## src/common/divider_pkg.sv

```systemverilog
package divider_pkg;

    // operand and result width of every divider
    localparam int word_width = 16;

    // number of divider lanes behind the dispatcher
    localparam int lane_count = 4;

    // round-robin pointers select one of lane_count lanes
    localparam int lane_index_width = 2;

    // lane payload is the result with the divide-by-zero flag on top
    localparam int result_width = word_width + 1;

    typedef enum logic {
        op_quotient,
        op_remainder
    } div_op_e;

    typedef enum logic [1:0] {
        st_idle,
        st_run,
        st_done
    } div_state_e;

endpackage

```

## src/logic/pipeline_skid_buffer.sv

```systemverilog
`timescale 1ns/1ps

module pipeline_skid_buffer (
    input  logic                                clock,
    input  logic                                rst,
    input  logic                                input_valid,
    output logic                                input_ready,
    input  logic [divider_pkg::result_width-1:0] input_data,
    output logic                                output_valid,
    input  logic                                output_ready,
    output logic [divider_pkg::result_width-1:0] output_data
);

    logic                                main_valid;
    logic                                skid_valid;
    logic [divider_pkg::result_width-1:0] main_data;
    logic [divider_pkg::result_width-1:0] skid_data;

    // input_ready comes straight from the skid flop so downstream ready
    // never reaches the upstream side in the same cycle
    assign input_ready  = !skid_valid;
    assign output_valid = main_valid;
    assign output_data  = main_data;

    always_ff @(posedge clock) begin
        if (rst) begin
            main_valid <= 1'b0;
            skid_valid <= 1'b0;
        end else if (skid_valid) begin
            // the skid entry moves up once the main entry is read
            if (output_ready) begin
                skid_valid <= 1'b0;
            end
        end else if (!main_valid || output_ready) begin
            main_valid <= input_valid;
        end else if (input_valid) begin
            // main entry is stalled, so the arriving word parks in the skid
            skid_valid <= 1'b1;
        end
    end

    always_ff @(posedge clock) begin
        if (skid_valid) begin
            if (output_ready) begin
                main_data <= skid_data;
            end
        end else if (!main_valid || output_ready) begin
            if (input_valid) begin
                main_data <= input_data;
            end
        end else if (input_valid) begin
            skid_data <= input_data;
        end
    end

    // a stalled word must not change under the consumer
    a_output_stable: assert property (
        @(posedge clock) disable iff (rst)
        output_valid && !output_ready |=> output_valid && $stable(output_data)
    );

endmodule

```

## src/lane/iterative_divider.sv

```systemverilog
`timescale 1ns/1ps

module iterative_divider (
    input  logic                               clock,
    input  logic                               rst,
    input  logic                               start,
    input  divider_pkg::div_op_e               op,
    input  logic [divider_pkg::word_width-1:0] dividend,
    input  logic [divider_pkg::word_width-1:0] divisor,
    output logic                               done,
    output logic [divider_pkg::word_width-1:0] result,
    output logic                               div_by_zero
);

    divider_pkg::div_state_e state;
    divider_pkg::div_op_e    op_q;

    logic [$clog2(divider_pkg::word_width)-1:0] step;
    logic [divider_pkg::word_width-1:0]         quo;
    logic [divider_pkg::word_width-1:0]         rem;
    logic [divider_pkg::word_width-1:0]         divisor_q;
    logic [divider_pkg::word_width:0]           shifted;
    logic [divider_pkg::word_width:0]           diff;
    logic                                       fits;
    logic [divider_pkg::word_width-1:0]         next_quo;
    logic [divider_pkg::word_width-1:0]         next_rem;

    // each cycle runs one restoring step
    // quo starts as the dividend and fills with quotient bits from the right
    // as the dividend shifts out
    always_comb begin
        shifted  = {rem, quo[divider_pkg::word_width-1]};
        diff     = shifted - {1'b0, divisor_q};
        fits     = shifted >= {1'b0, divisor_q};
        next_quo = {quo[divider_pkg::word_width-2:0], fits};
        next_rem = fits ? diff[divider_pkg::word_width-1:0] : shifted[divider_pkg::word_width-1:0];
    end

    assign done = state == divider_pkg::st_done;

    always_ff @(posedge clock) begin
        if (rst) begin
            state <= divider_pkg::st_idle;
            step  <= '0;
        end else begin
            case (state)
                divider_pkg::st_idle: begin
                    if (start) begin
                        state <= divider_pkg::st_run;
                        step  <= '0;
                    end
                end
                divider_pkg::st_run: begin
                    step <= step + 1'b1;
                    // the last of word_width steps lands the result
                    if (step == '1) begin
                        state <= divider_pkg::st_done;
                    end
                end
                default: state <= divider_pkg::st_idle;
            endcase
        end
    end

    always_ff @(posedge clock) begin
        if (state == divider_pkg::st_idle && start) begin
            quo       <= dividend;
            rem       <= '0;
            divisor_q <= divisor;
            op_q      <= op;
        end else if (state == divider_pkg::st_run) begin
            quo <= next_quo;
            rem <= next_rem;
            if (step == '1) begin
                div_by_zero <= divisor_q == '0;
                // a zero divisor fits at every step, so the quotient fills with
                // ones and the remainder collects the whole dividend
                result <= (op_q == divider_pkg::op_quotient) ? next_quo : next_rem;
            end
        end
    end

    // the lane holds off new work until the previous result is handed over
    a_start_idle: assert property (
        @(posedge clock) disable iff (rst) start |-> state == divider_pkg::st_idle
    );

endmodule

```

## src/lane/pulse_to_pipeline.sv

```systemverilog
`timescale 1ns/1ps

module pulse_to_pipeline (
    input  logic                                clock,
    input  logic                                rst,
    input  logic [divider_pkg::result_width-1:0] module_data_out,
    input  logic                                module_data_out_valid,
    output logic                                module_ready,
    output logic                                valid_out,
    input  logic                                ready_out,
    output logic [divider_pkg::result_width-1:0] data_out
);

    logic valid_latched;
    logic valid_internal;
    logic ready_internal;
    logic handover;

    // the live pulse is passed on as well as latched, which saves a cycle
    // when the skid buffer can take the result right away
    assign valid_internal = valid_latched || module_data_out_valid;
    assign handover       = valid_internal && ready_internal;
    assign module_ready   = handover;

    // set by the done pulse and cleared when the skid buffer takes the data
    always_ff @(posedge clock) begin
        if (rst) begin
            valid_latched <= 1'b0;
        end else if (handover) begin
            valid_latched <= 1'b0;
        end else if (module_data_out_valid) begin
            valid_latched <= 1'b1;
        end
    end

    // the divider holds its output registers, so the data needs no copy here
    pipeline_skid_buffer u_output_buffer (
        .clock        (clock),
        .rst          (rst),
        .input_valid  (valid_internal),
        .input_ready  (ready_internal),
        .input_data   (module_data_out),
        .output_valid (valid_out),
        .output_ready (ready_out),
        .output_data  (data_out)
    );

endmodule

```

## src/lane/divider_lane.sv

```systemverilog
`timescale 1ns/1ps

module divider_lane (
    input  logic                               clock,
    input  logic                               rst,
    input  logic                               lane_in_valid,
    output logic                               lane_in_ready,
    input  divider_pkg::div_op_e               lane_in_op,
    input  logic [divider_pkg::word_width-1:0] lane_in_dividend,
    input  logic [divider_pkg::word_width-1:0] lane_in_divisor,
    output logic                               lane_out_valid,
    input  logic                               lane_out_ready,
    output logic [divider_pkg::word_width-1:0] lane_out_result,
    output logic                               lane_out_div_by_zero
);

    divider_pkg::div_op_e op_q;

    logic                                 accept;
    logic                                 busy;
    logic                                 start;
    logic                                 done;
    logic                                 module_ready;
    logic                                 div_by_zero;
    logic [divider_pkg::word_width-1:0]   dividend_q;
    logic [divider_pkg::word_width-1:0]   divisor_q;
    logic [divider_pkg::word_width-1:0]   result;
    logic [divider_pkg::result_width-1:0] out_payload;

    assign accept        = lane_in_valid && lane_in_ready;
    assign lane_in_ready = !busy;

    // busy covers the whole divide plus any wait for the skid buffer
    always_ff @(posedge clock) begin
        if (rst) begin
            busy  <= 1'b0;
            start <= 1'b0;
        end else begin
            start <= accept;
            if (accept) begin
                busy <= 1'b1;
            end else if (module_ready) begin
                busy <= 1'b0;
            end
        end
    end

    always_ff @(posedge clock) begin
        if (accept) begin
            op_q       <= lane_in_op;
            dividend_q <= lane_in_dividend;
            divisor_q  <= lane_in_divisor;
        end
    end

    iterative_divider u_divider (
        .clock       (clock),
        .rst         (rst),
        .start       (start),
        .op          (op_q),
        .dividend    (dividend_q),
        .divisor     (divisor_q),
        .done        (done),
        .result      (result),
        .div_by_zero (div_by_zero)
    );

    // flag rides above the result through the output buffer
    pulse_to_pipeline u_pulse_to_pipeline (
        .clock                 (clock),
        .rst                   (rst),
        .module_data_out       ({div_by_zero, result}),
        .module_data_out_valid (done),
        .module_ready          (module_ready),
        .valid_out             (lane_out_valid),
        .ready_out             (lane_out_ready),
        .data_out              (out_payload)
    );

    assign {lane_out_div_by_zero, lane_out_result} = out_payload;

endmodule

```

## src/logic/lane_dispatcher.sv

```systemverilog
`timescale 1ns/1ps

module lane_dispatcher (
    input  logic                               clock,
    input  logic                               rst,
    input  logic                               in_valid,
    output logic                               in_ready,
    input  divider_pkg::div_op_e               in_op,
    input  logic [divider_pkg::word_width-1:0] in_dividend,
    input  logic [divider_pkg::word_width-1:0] in_divisor,
    output logic [divider_pkg::lane_count-1:0] lane_in_valid,
    input  logic [divider_pkg::lane_count-1:0] lane_in_ready,
    output divider_pkg::div_op_e               lane_in_op [divider_pkg::lane_count],
    output logic [divider_pkg::word_width-1:0] lane_in_dividend [divider_pkg::lane_count],
    output logic [divider_pkg::word_width-1:0] lane_in_divisor [divider_pkg::lane_count]
);

    logic [divider_pkg::lane_index_width-1:0] issue_ptr;

    // only the lane under the pointer sees valid, and its ready is ours
    assign in_ready = lane_in_ready[issue_ptr];

    always_comb begin
        for (int i = 0; i < divider_pkg::lane_count; i++) begin
            lane_in_valid[i]    = in_valid && issue_ptr == i[divider_pkg::lane_index_width-1:0];
            lane_in_op[i]       = in_op;
            lane_in_dividend[i] = in_dividend;
            lane_in_divisor[i]  = in_divisor;
        end
    end

    // the pointer wraps on its own since lane_count is a power of two
    always_ff @(posedge clock) begin
        if (rst) begin
            issue_ptr <= '0;
        end else if (in_valid && in_ready) begin
            issue_ptr <= issue_ptr + 1'b1;
        end
    end

    // a waiting request must stay put until the lane under the pointer takes it
    a_request_held: assert property (
        @(posedge clock) disable iff (rst)
        in_valid && !in_ready |=> in_valid && $stable({in_op, in_dividend, in_divisor})
    );

endmodule

```

## src/logic/lane_collector.sv

```systemverilog
`timescale 1ns/1ps

module lane_collector (
    input  logic                               clock,
    input  logic                               rst,
    input  logic [divider_pkg::lane_count-1:0] lane_out_valid,
    output logic [divider_pkg::lane_count-1:0] lane_out_ready,
    input  logic [divider_pkg::word_width-1:0] lane_out_result [divider_pkg::lane_count],
    input  logic [divider_pkg::lane_count-1:0] lane_out_div_by_zero,
    output logic                               out_valid,
    input  logic                               out_ready,
    output logic [divider_pkg::word_width-1:0] out_result,
    output logic                               out_div_by_zero
);

    logic [divider_pkg::lane_index_width-1:0] drain_ptr;

    // draining in issue order keeps results in request order, even when
    // a later lane finishes first it waits for its turn
    assign out_valid       = lane_out_valid[drain_ptr];
    assign out_result      = lane_out_result[drain_ptr];
    assign out_div_by_zero = lane_out_div_by_zero[drain_ptr];

    always_comb begin
        for (int i = 0; i < divider_pkg::lane_count; i++) begin
            lane_out_ready[i] = out_ready && drain_ptr == i[divider_pkg::lane_index_width-1:0];
        end
    end

    always_ff @(posedge clock) begin
        if (rst) begin
            drain_ptr <= '0;
        end else if (out_valid && out_ready) begin
            drain_ptr <= drain_ptr + 1'b1;
        end
    end

endmodule

```

## src/logic/divider_array.sv

```systemverilog
`timescale 1ns/1ps

module divider_array (
    input  logic                               clock,
    input  logic                               rst,
    input  logic                               in_valid,
    output logic                               in_ready,
    input  divider_pkg::div_op_e               in_op,
    input  logic [divider_pkg::word_width-1:0] in_dividend,
    input  logic [divider_pkg::word_width-1:0] in_divisor,
    output logic                               out_valid,
    input  logic                               out_ready,
    output logic [divider_pkg::word_width-1:0] out_result,
    output logic                               out_div_by_zero
);

    logic [divider_pkg::lane_count-1:0] lane_in_valid;
    logic [divider_pkg::lane_count-1:0] lane_in_ready;
    logic [divider_pkg::lane_count-1:0] lane_out_valid;
    logic [divider_pkg::lane_count-1:0] lane_out_ready;
    logic [divider_pkg::lane_count-1:0] lane_out_div_by_zero;

    divider_pkg::div_op_e               lane_in_op [divider_pkg::lane_count];
    logic [divider_pkg::word_width-1:0] lane_in_dividend [divider_pkg::lane_count];
    logic [divider_pkg::word_width-1:0] lane_in_divisor [divider_pkg::lane_count];
    logic [divider_pkg::word_width-1:0] lane_out_result [divider_pkg::lane_count];

    lane_dispatcher u_dispatcher (
        .clock            (clock),
        .rst              (rst),
        .in_valid         (in_valid),
        .in_ready         (in_ready),
        .in_op            (in_op),
        .in_dividend      (in_dividend),
        .in_divisor       (in_divisor),
        .lane_in_valid    (lane_in_valid),
        .lane_in_ready    (lane_in_ready),
        .lane_in_op       (lane_in_op),
        .lane_in_dividend (lane_in_dividend),
        .lane_in_divisor  (lane_in_divisor)
    );

    for (genvar g = 0; g < divider_pkg::lane_count; g++) begin : g_lane
        divider_lane u_lane (
            .clock                (clock),
            .rst                  (rst),
            .lane_in_valid        (lane_in_valid[g]),
            .lane_in_ready        (lane_in_ready[g]),
            .lane_in_op           (lane_in_op[g]),
            .lane_in_dividend     (lane_in_dividend[g]),
            .lane_in_divisor      (lane_in_divisor[g]),
            .lane_out_valid       (lane_out_valid[g]),
            .lane_out_ready       (lane_out_ready[g]),
            .lane_out_result      (lane_out_result[g]),
            .lane_out_div_by_zero (lane_out_div_by_zero[g])
        );
    end

    lane_collector u_collector (
        .clock                (clock),
        .rst                  (rst),
        .lane_out_valid       (lane_out_valid),
        .lane_out_ready       (lane_out_ready),
        .lane_out_result      (lane_out_result),
        .lane_out_div_by_zero (lane_out_div_by_zero),
        .out_valid            (out_valid),
        .out_ready            (out_ready),
        .out_result           (out_result),
        .out_div_by_zero      (out_div_by_zero)
    );

endmodule

```

## config.mk

```make
export PLATFORM = sky130hd
export DESIGN_NAME = divider_array
export DESIGN_NICKNAME = d
export VERILOG_FILES = /design/src/common/divider_pkg.sv /design/src/logic/pipeline_skid_buffer.sv /design/src/lane/iterative_divider.sv /design/src/lane/pulse_to_pipeline.sv /design/src/lane/divider_lane.sv /design/src/logic/lane_dispatcher.sv /design/src/logic/lane_collector.sv /design/src/logic/divider_array.sv
export SDC_FILE = /design/constraint.sdc
export NUM_CORES = 1
export LEC_CHECK = 0
export BUFFER_PORTS_ARGS = -buffer_cell sky130_fd_sc_hd__buf_4
export CORE_MARGIN = 2
export CORE_UTILIZATION = 55
export DETAILED_ROUTE_END_ITERATION = 16
export HOLD_SLACK_MARGIN = 0.12
export PLACE_DENSITY = 0.71
export SKIP_LAST_GASP = 1
export SYNTH_ARGS = -nofsm -noshare
export SYNTH_HDL_FRONTEND = slang
export SYNTH_HIERARCHICAL = 1
export SYNTH_SLANG_ARGS = --single-unit
```

## constraint.sdc

```tcl
create_clock -name clock -period 6.2 [get_ports clock]
set_input_delay 0 -clock clock [delete_from_list [all_inputs] [get_ports clock]]
set_output_delay 0 -clock clock [all_outputs]
set_load 0.1 [all_outputs]
```

== Word level (Yosys, flattened, before mapping) ==
Cells that the tools add are included.
Word-level totals
  bits in registers: 580
  word-level logic and storage cells: 319
Operators by class
  bitwise logic cells: 13
  equality and inequality tests: 30
  reductions and logical operators: 100
  add/subtract/negate cells: 10
  multiplexer cells: 85
  magnitude comparators: 7
Operators by type and width (count)
  $mux 16: 18
  $mux 17: 16
  $ge 17x16->1: 4
  $logic_not 16->1: 4
  $sub 16x16->16: 4
  $reduce_bool 2->1: 20
  $reduce_and 3->1: 12
  $bmux 16 s2: 1
  $pmux 4 s2: 4
  $mux 1: 27
  $ne 2x1->1 const B: 12
  $reduce_and 2->1: 12
  $logic_and 1x1->1: 22
  $add 4x1->4 const B: 4
  $eq 2x2->1 const B: 8
  $eq 4x4->1 const B: 4
  $mux 2: 8
  $mux 4: 4
  $pmux 2 s2: 4
  $eq 2x1->1 const B: 6
  $logic_not 1->1: 12
  $logic_not 2->1: 6
  $not 1->1: 12
  $logic_or 1x1->1: 8
  6 further kinds: 13

== Depth between registers and ports, before layout ==
  depth after elaboration: 5
  mapped depth: 11
  mapped depth without buffers: 10

== Modules after synthesis ==
Netlist, hierarchy kept.
By module, submodules not included
  iterative_divider at g_lane[0].u_lane.u_divider ...: area an instance 3723.6 sq um, times used 3, cells each 374
  pipeline_skid_buffer: area an instance 1340.0 sq um, times used 4, cells each 65
  divider_lane: area an instance 1058.5 sq um, times used 4, cells each 40
  iterative_divider at g_lane[1].u_lane.u_divider: area an instance 3753.6 sq um, times used 1, cells each 373
  lane_dispatcher: area an instance 1208.7 sq um, times used 1, cells each 158
  lane_collector: area an instance 669.4 sq um, times used 1, cells each 48
  pulse_to_pipeline: area an instance 45.0 sq um, times used 4, cells each 4

== Worst setup path after synthesis ==
OpenSTA, ideal clock, no wires.
  path kind: reg-to-reg
  from: reg u_dispatcher/issue_ptr[0] (netlist name)
  to: reg g_lane[2].u_lane/dividend_q[0] (netlist name) (enable)
  slack: 3.497 ns
  stages on the path, launching flop included: 5
  data arrival time: 2.275 ns
  period minus slack after synthesis: 2.703 ns
  cell sequence: dfxtp_1 inv_1 ha_1 and2_1 nor2b_1
On the way
  cells in the longest elaborated chain, start to end: 3
Ends and longest elaborated chain
  from (decl): RTL line lane_dispatcher.sv:18  | logic [divider_pkg::lane_index_width-1:0] issue_ptr;
  from (signal assigned): RTL line lane_dispatcher.sv:37  | issue_ptr <= issue_ptr + 1'b1;
  $eq 2x2->1: RTL line lane_dispatcher.sv:25  | lane_in_valid[i] = in_valid && issue_ptr == i[divider_pkg::lane_index_width-1:0];
  $logic_and 1x1->1: RTL line lane_dispatcher.sv:25
  named net lane_in_valid, one bit: RTL line divider_array.sv:17  | logic [divider_pkg::lane_count-1:0] lane_in_valid;
  $logic_and 1x1->1: RTL line divider_lane.sv:30  | assign accept = lane_in_valid && lane_in_ready;
  named net g_lane[2].u_lane.accept: RTL line divider_lane.sv:19  | logic accept;
  to (signal assigned): RTL line divider_lane.sv:51  | dividend_q <= lane_in_dividend;
  to (decl): RTL line divider_lane.sv:25  | logic [divider_pkg::word_width-1:0] dividend_q;
The timed path passes the listed nets, and every way through them passes these cells.
A chain may end at the register's enable or synchronous reset.

== Worst setup path after layout ==
  from: reg g_lane[0].u_lane.u_divider.state[1]
  to: reg g_lane[0].u_lane/u_divider/quo[3] (netlist name) (enable)
On the way
  cells in the longest elaborated chain, start to end: 3
Ends and longest elaborated chain
  from (decl): RTL line iterative_divider.sv:15  | divider_pkg::div_state_e state;
  from (signal assigned): RTL line iterative_divider.sv:43  | state <= divider_pkg::st_idle;
  from (signal assigned): RTL line iterative_divider.sv:49  | state <= divider_pkg::st_run;
  from (signal assigned): RTL line iterative_divider.sv:57  | state <= divider_pkg::st_done;
  $logic_not 2->1: RTL line iterative_divider.sv:66  | if (state == divider_pkg::st_idle && start) begin
  $logic_and 1x1->1: RTL line iterative_divider.sv:66
  $reduce_bool 2->1 (no source line) *
  to (signal assigned): RTL line iterative_divider.sv:67  | quo <= dividend;
  to (signal assigned): RTL line iterative_divider.sv:72  | quo <= next_quo;
  to (decl): RTL line iterative_divider.sv:19  | logic [divider_pkg::word_width-1:0] quo;
Mark *: on every way between the ends. The rest lies on a longest branch, timed or not.

==> results.sh <==
export IMPL_grt_busiest_layer="met2"
export IMPL_worstHoldPathType="input port to flop"
export IMPL_netlist_area_leader_share_pct=52.9
export IMPL_io_pins=56
export IMPL_ff2ff_setup_slack_ns=2.07
export IMPL_start_util_pct=55.7
export IMPL_grtUsageMet3_pct=4.22
export IMPL_status="complete, no violations"
export IMPL_cts_tree="done"
export IMPL_detail_route_antenna_nets=0
export IMPL_critPathMaxStageDelay_ns=1.15
export IMPL_cp_cell_sequence="nor2_1, nand2_1, clkinv_1, nor2_1, inv_1"
export IMPL_reg2reg_depth=5
export IMPL_r2r_end="g_lane[0].u_lane/u_divider/quo[3]"
export IMPL_post_dp_cell_area_mm2=0.0265
export IMPL_setup_tns_ns=0
export IMPL_worstHoldStart="in_op"
export IMPL_gp_congestion=0.921
export IMPL_track_usage_pct=24.4
export IMPL_ys_types=78
export IMPL_dr_pass1_iters=6
export IMPL_viasPerCell=5.76
export IMPL_vias=16000
export IMPL_first_global_vias=15400
export IMPL_slew_headroom_pct=17.8
export IMPL_ys_flop_type="edfxtp_1"
export IMPL_whs_ns=0.159
export IMPL_yosysMostFrequentCell="edfxtp_1"
export IMPL_die_area_mm2=0.0501
export IMPL_hold_depth=2
export IMPL_final_max_slew_viol_count=0
export IMPL_grt_pass1_wl_um=90900
export IMPL_drtIter0Drc=1424
export IMPL_fmax_mhz=242
export IMPL_yosysWarningCount=6
export IMPL_ctsHtreeMaxLevel=2
export IMPL_syn_inst=2137
export IMPL_synth_area_per_cell_um2=12.4
export IMPL_leakagePower_nw=10.5
export IMPL_areaGrowthSynthToFinish_pct=8.39
export IMPL_dp_cells=2626
export IMPL_fin_util_pct=60.3
export IMPL_numClockSinks=580
export IMPL_critPathKind="flop to flop"
export IMPL_clockBufferDepth=3
export IMPL_antenna_found_initial=3
export IMPL_wl_per_cell_um=21.8
export IMPL_syn_area_mm2=0.0266
export IMPL_cp_end_kind="flop"
export IMPL_multiInputGateArea_mm2=0.00852
export IMPL_cap_violations=0
export IMPL_fp_dieH_um=224
export IMPL_fin_total_pwr_mw=10.5
export IMPL_worstPathRequired_ns=6.40
export IMPL_cpLargestDelayFamily="simple AND/OR/NAND/NOR gates"
export IMPL_pwr_density_cell_mw_per_mm2=364
export IMPL_nets=2225
export IMPL_hold_viol=0
export IMPL_grt_start_max_net_pins=53
export IMPL_drc=0
export IMPL_r2r_start="g_lane[0].u_lane/u_divider/state[1]"
export IMPL_setup_violations=0
export IMPL_die_width_um=224
export IMPL_grtUsageMet1_pct=34.4
export IMPL_synthesis_nets=2254
export IMPL_final_cell_count_no_fill=2776
export IMPL_worst_pin_slew_ns=1.23
export IMPL_finalInstanceArea_mm2=0.0288
export IMPL_ys_seq_elements=580
export IMPL_dp_hpwl_um=43500
export IMPL_synth_area_leaders="edfxtp_1 53%, dfxtp_1 8.4%, nand2_1 4.1%"
export IMPL_worstHoldEndpoint="g_lane[3].u_lane/op_q"
export IMPL_rsz0062_at_grt="false"
export IMPL_critPathSlowestCell="nor2_1"
export IMPL_dpl_worst_slack_ns=2.08
export IMPL_overflow=0
export IMPL_fp_row_count=80
export IMPL_port_buffers=55
export IMPL_setup_ws_ns=2.07
export IMPL_met2_usage_pct=38.7
export IMPL_drive_gt1_share_pct=14.4
export IMPL_async_flop_share_pct=0
export IMPL_crit_buf_inv=2
export IMPL_drt_total_wl_um=60600
export IMPL_coreArea_mm2=0.0477
export IMPL_seq_area_mm2=0.0163
export IMPL_finalCritPeriodShare_pct=66.7
export IMPL_synth_commonest_cells="468 x edfxtp_1, 290 x nand2_1, 137 x a21oi_1"
export IMPL_ys_seq_area_share_pct=61.3
export IMPL_cts_inserted_buffers=57
export IMPL_crit_fanout=34
export IMPL_fin_crit_ns=4.13
export IMPL_clk_latency_ns=0.62
export IMPL_synth_edf_count=468
export IMPL_setup_worst_path_start_class="flop"
export IMPL_fillers=3687
export IMPL_crit_arrival_ns=4.33
export IMPL_vdd_drop_max_mv=0.335
export IMPL_cp_common_cell="nor2_1"
export IMPL_synth_area_leader_cell="edfxtp_1"
export IMPL_cts_root_buf="clkbuf_16"
export IMPL_clk_pin_slew_ns=0.06
export IMPL_fin_skew_ns=0.0252
==> layout by cell type (no fill, tap or decap), types with 6 or more instances in the layout <==
cell | synthesis | layout
clkbuf_1 | 38 | 11
dfxtp_1 | 112 | 112
nor2b_1 | 20 | 16
mux2_2 | 78 | 78
nor3b_1 | 9 | 9
dlygate4sd3_1 | 0 | 38
ha_1 | 76 | 76
and3_1 | 7 | 7
clkbuf_8 | 1 | 8
nand3_1 | 28 | 28
a211oi_1 | 20 | 20
mux4_2 | 15 | 15
a31oi_1 | 9 | 9
nor4_1 | 20 | 20
nor2_1 | 135 | 134
edfxtp_1 | 468 | 468
nand2b_1 | 19 | 19
and4_1 | 15 | 15
a22o_1 | 8 | 8
nand2_1 | 290 | 290
nor3_1 | 15 | 11
o21ai_0 | 56 | 56
a211o_1 | 6 | 6
xnor2_1 | 36 | 36
xor2_1 | 14 | 14
mux2i_1 | 68 | 68
nand4_1 | 9 | 9
and2_4 | 7 | 7
and2_1 | 12 | 12
inv_1 | 92 | 92
o21ai_1 | 33 | 33
buf_4 | 132 | 69
a21oi_1 | 137 | 137
clkinv_2 | 0 | 11
a21o_1 | 14 | 14
nand3b_1 | 8 | 8
clkbuf_16 | 0 | 59
==> cell type report <==
cell class / instances / area share [%]
Clock inverter: 30 / 1.08
Sequential cell: 580 / 56.6
Timing Repair Buffer: 107 / 3.12
Tap cell: 615 / 2.67
Clock buffer: 78 / 5.65
Antenna cell: 4 / 0.0347
Inverter: 101 / 1.32
Multi-Input combinational cell: 1261 / 29.6
==> worst max path at each step <==
stage                                        startpoint  cells after the start  slack [ns]                           endpoint
floorplan                     u_dispatcher/issue_ptr[0]                      4        3.50     g_lane[2].u_lane/dividend_q[0]
finish              g_lane[0].u_lane/u_divider/state[1]                      5        2.07  g_lane[0].u_lane/u_divider/quo[3]
global placement    g_lane[0].u_lane/u_divider/state[0]                      5        2.19  g_lane[0].u_lane/u_divider/quo[4]
global route        g_lane[0].u_lane/u_divider/state[1]                      5        1.66  g_lane[0].u_lane/u_divider/quo[3]
CTS                 g_lane[0].u_lane/u_divider/state[1]                      5        2.04  g_lane[0].u_lane/u_divider/quo[3]
detailed placement  g_lane[0].u_lane/u_divider/state[1]                      5        2.08  g_lane[0].u_lane/u_divider/quo[5]
==> worst reg2reg max path, delay by kind of cell, from the launching register on <==
family | cells | cell delay, ns
AND/OR/NAND/NOR | 3 | 1.76
buffers and inverters | 2 | 1.60
flip-flops | 1 | 0.37
==> kinds of logic (layout without fill, tap and decap cells) <==
logic type,Yosys count,in the layout,share of synthesized area (%)
other cells,0,4,0
compound gates,340,340,7.89
buf+inv,296,316,6.84
xor+xnor,50,50,1.65
flops,580,580,61.3
mux,163,163,7.33
simple gates,628,628,11.1
fa+ha+maj,80,80,3.88
==> where the power goes <==
part	switching, mW	internal [mW]
combinational	1.39	0.940
clock	1.47	2.02
sequential	0.198	4.48
==> what timing repair did <==
action	4_1_cts	5_1_grt
hold endpoints to repair	180	0
setup buffers	0	0
endpoints found under the setup margin	0	0
hold buffers	38	0
resized for setup	0	0
==> per-layer routing <==
layer	vias up	routed length, um
met1	7761	26800
met3	115	3900
li1	7553	-
met5	-	0
met4	0	1930
met2	549	27900
Power figures use the tool's default switching activity.
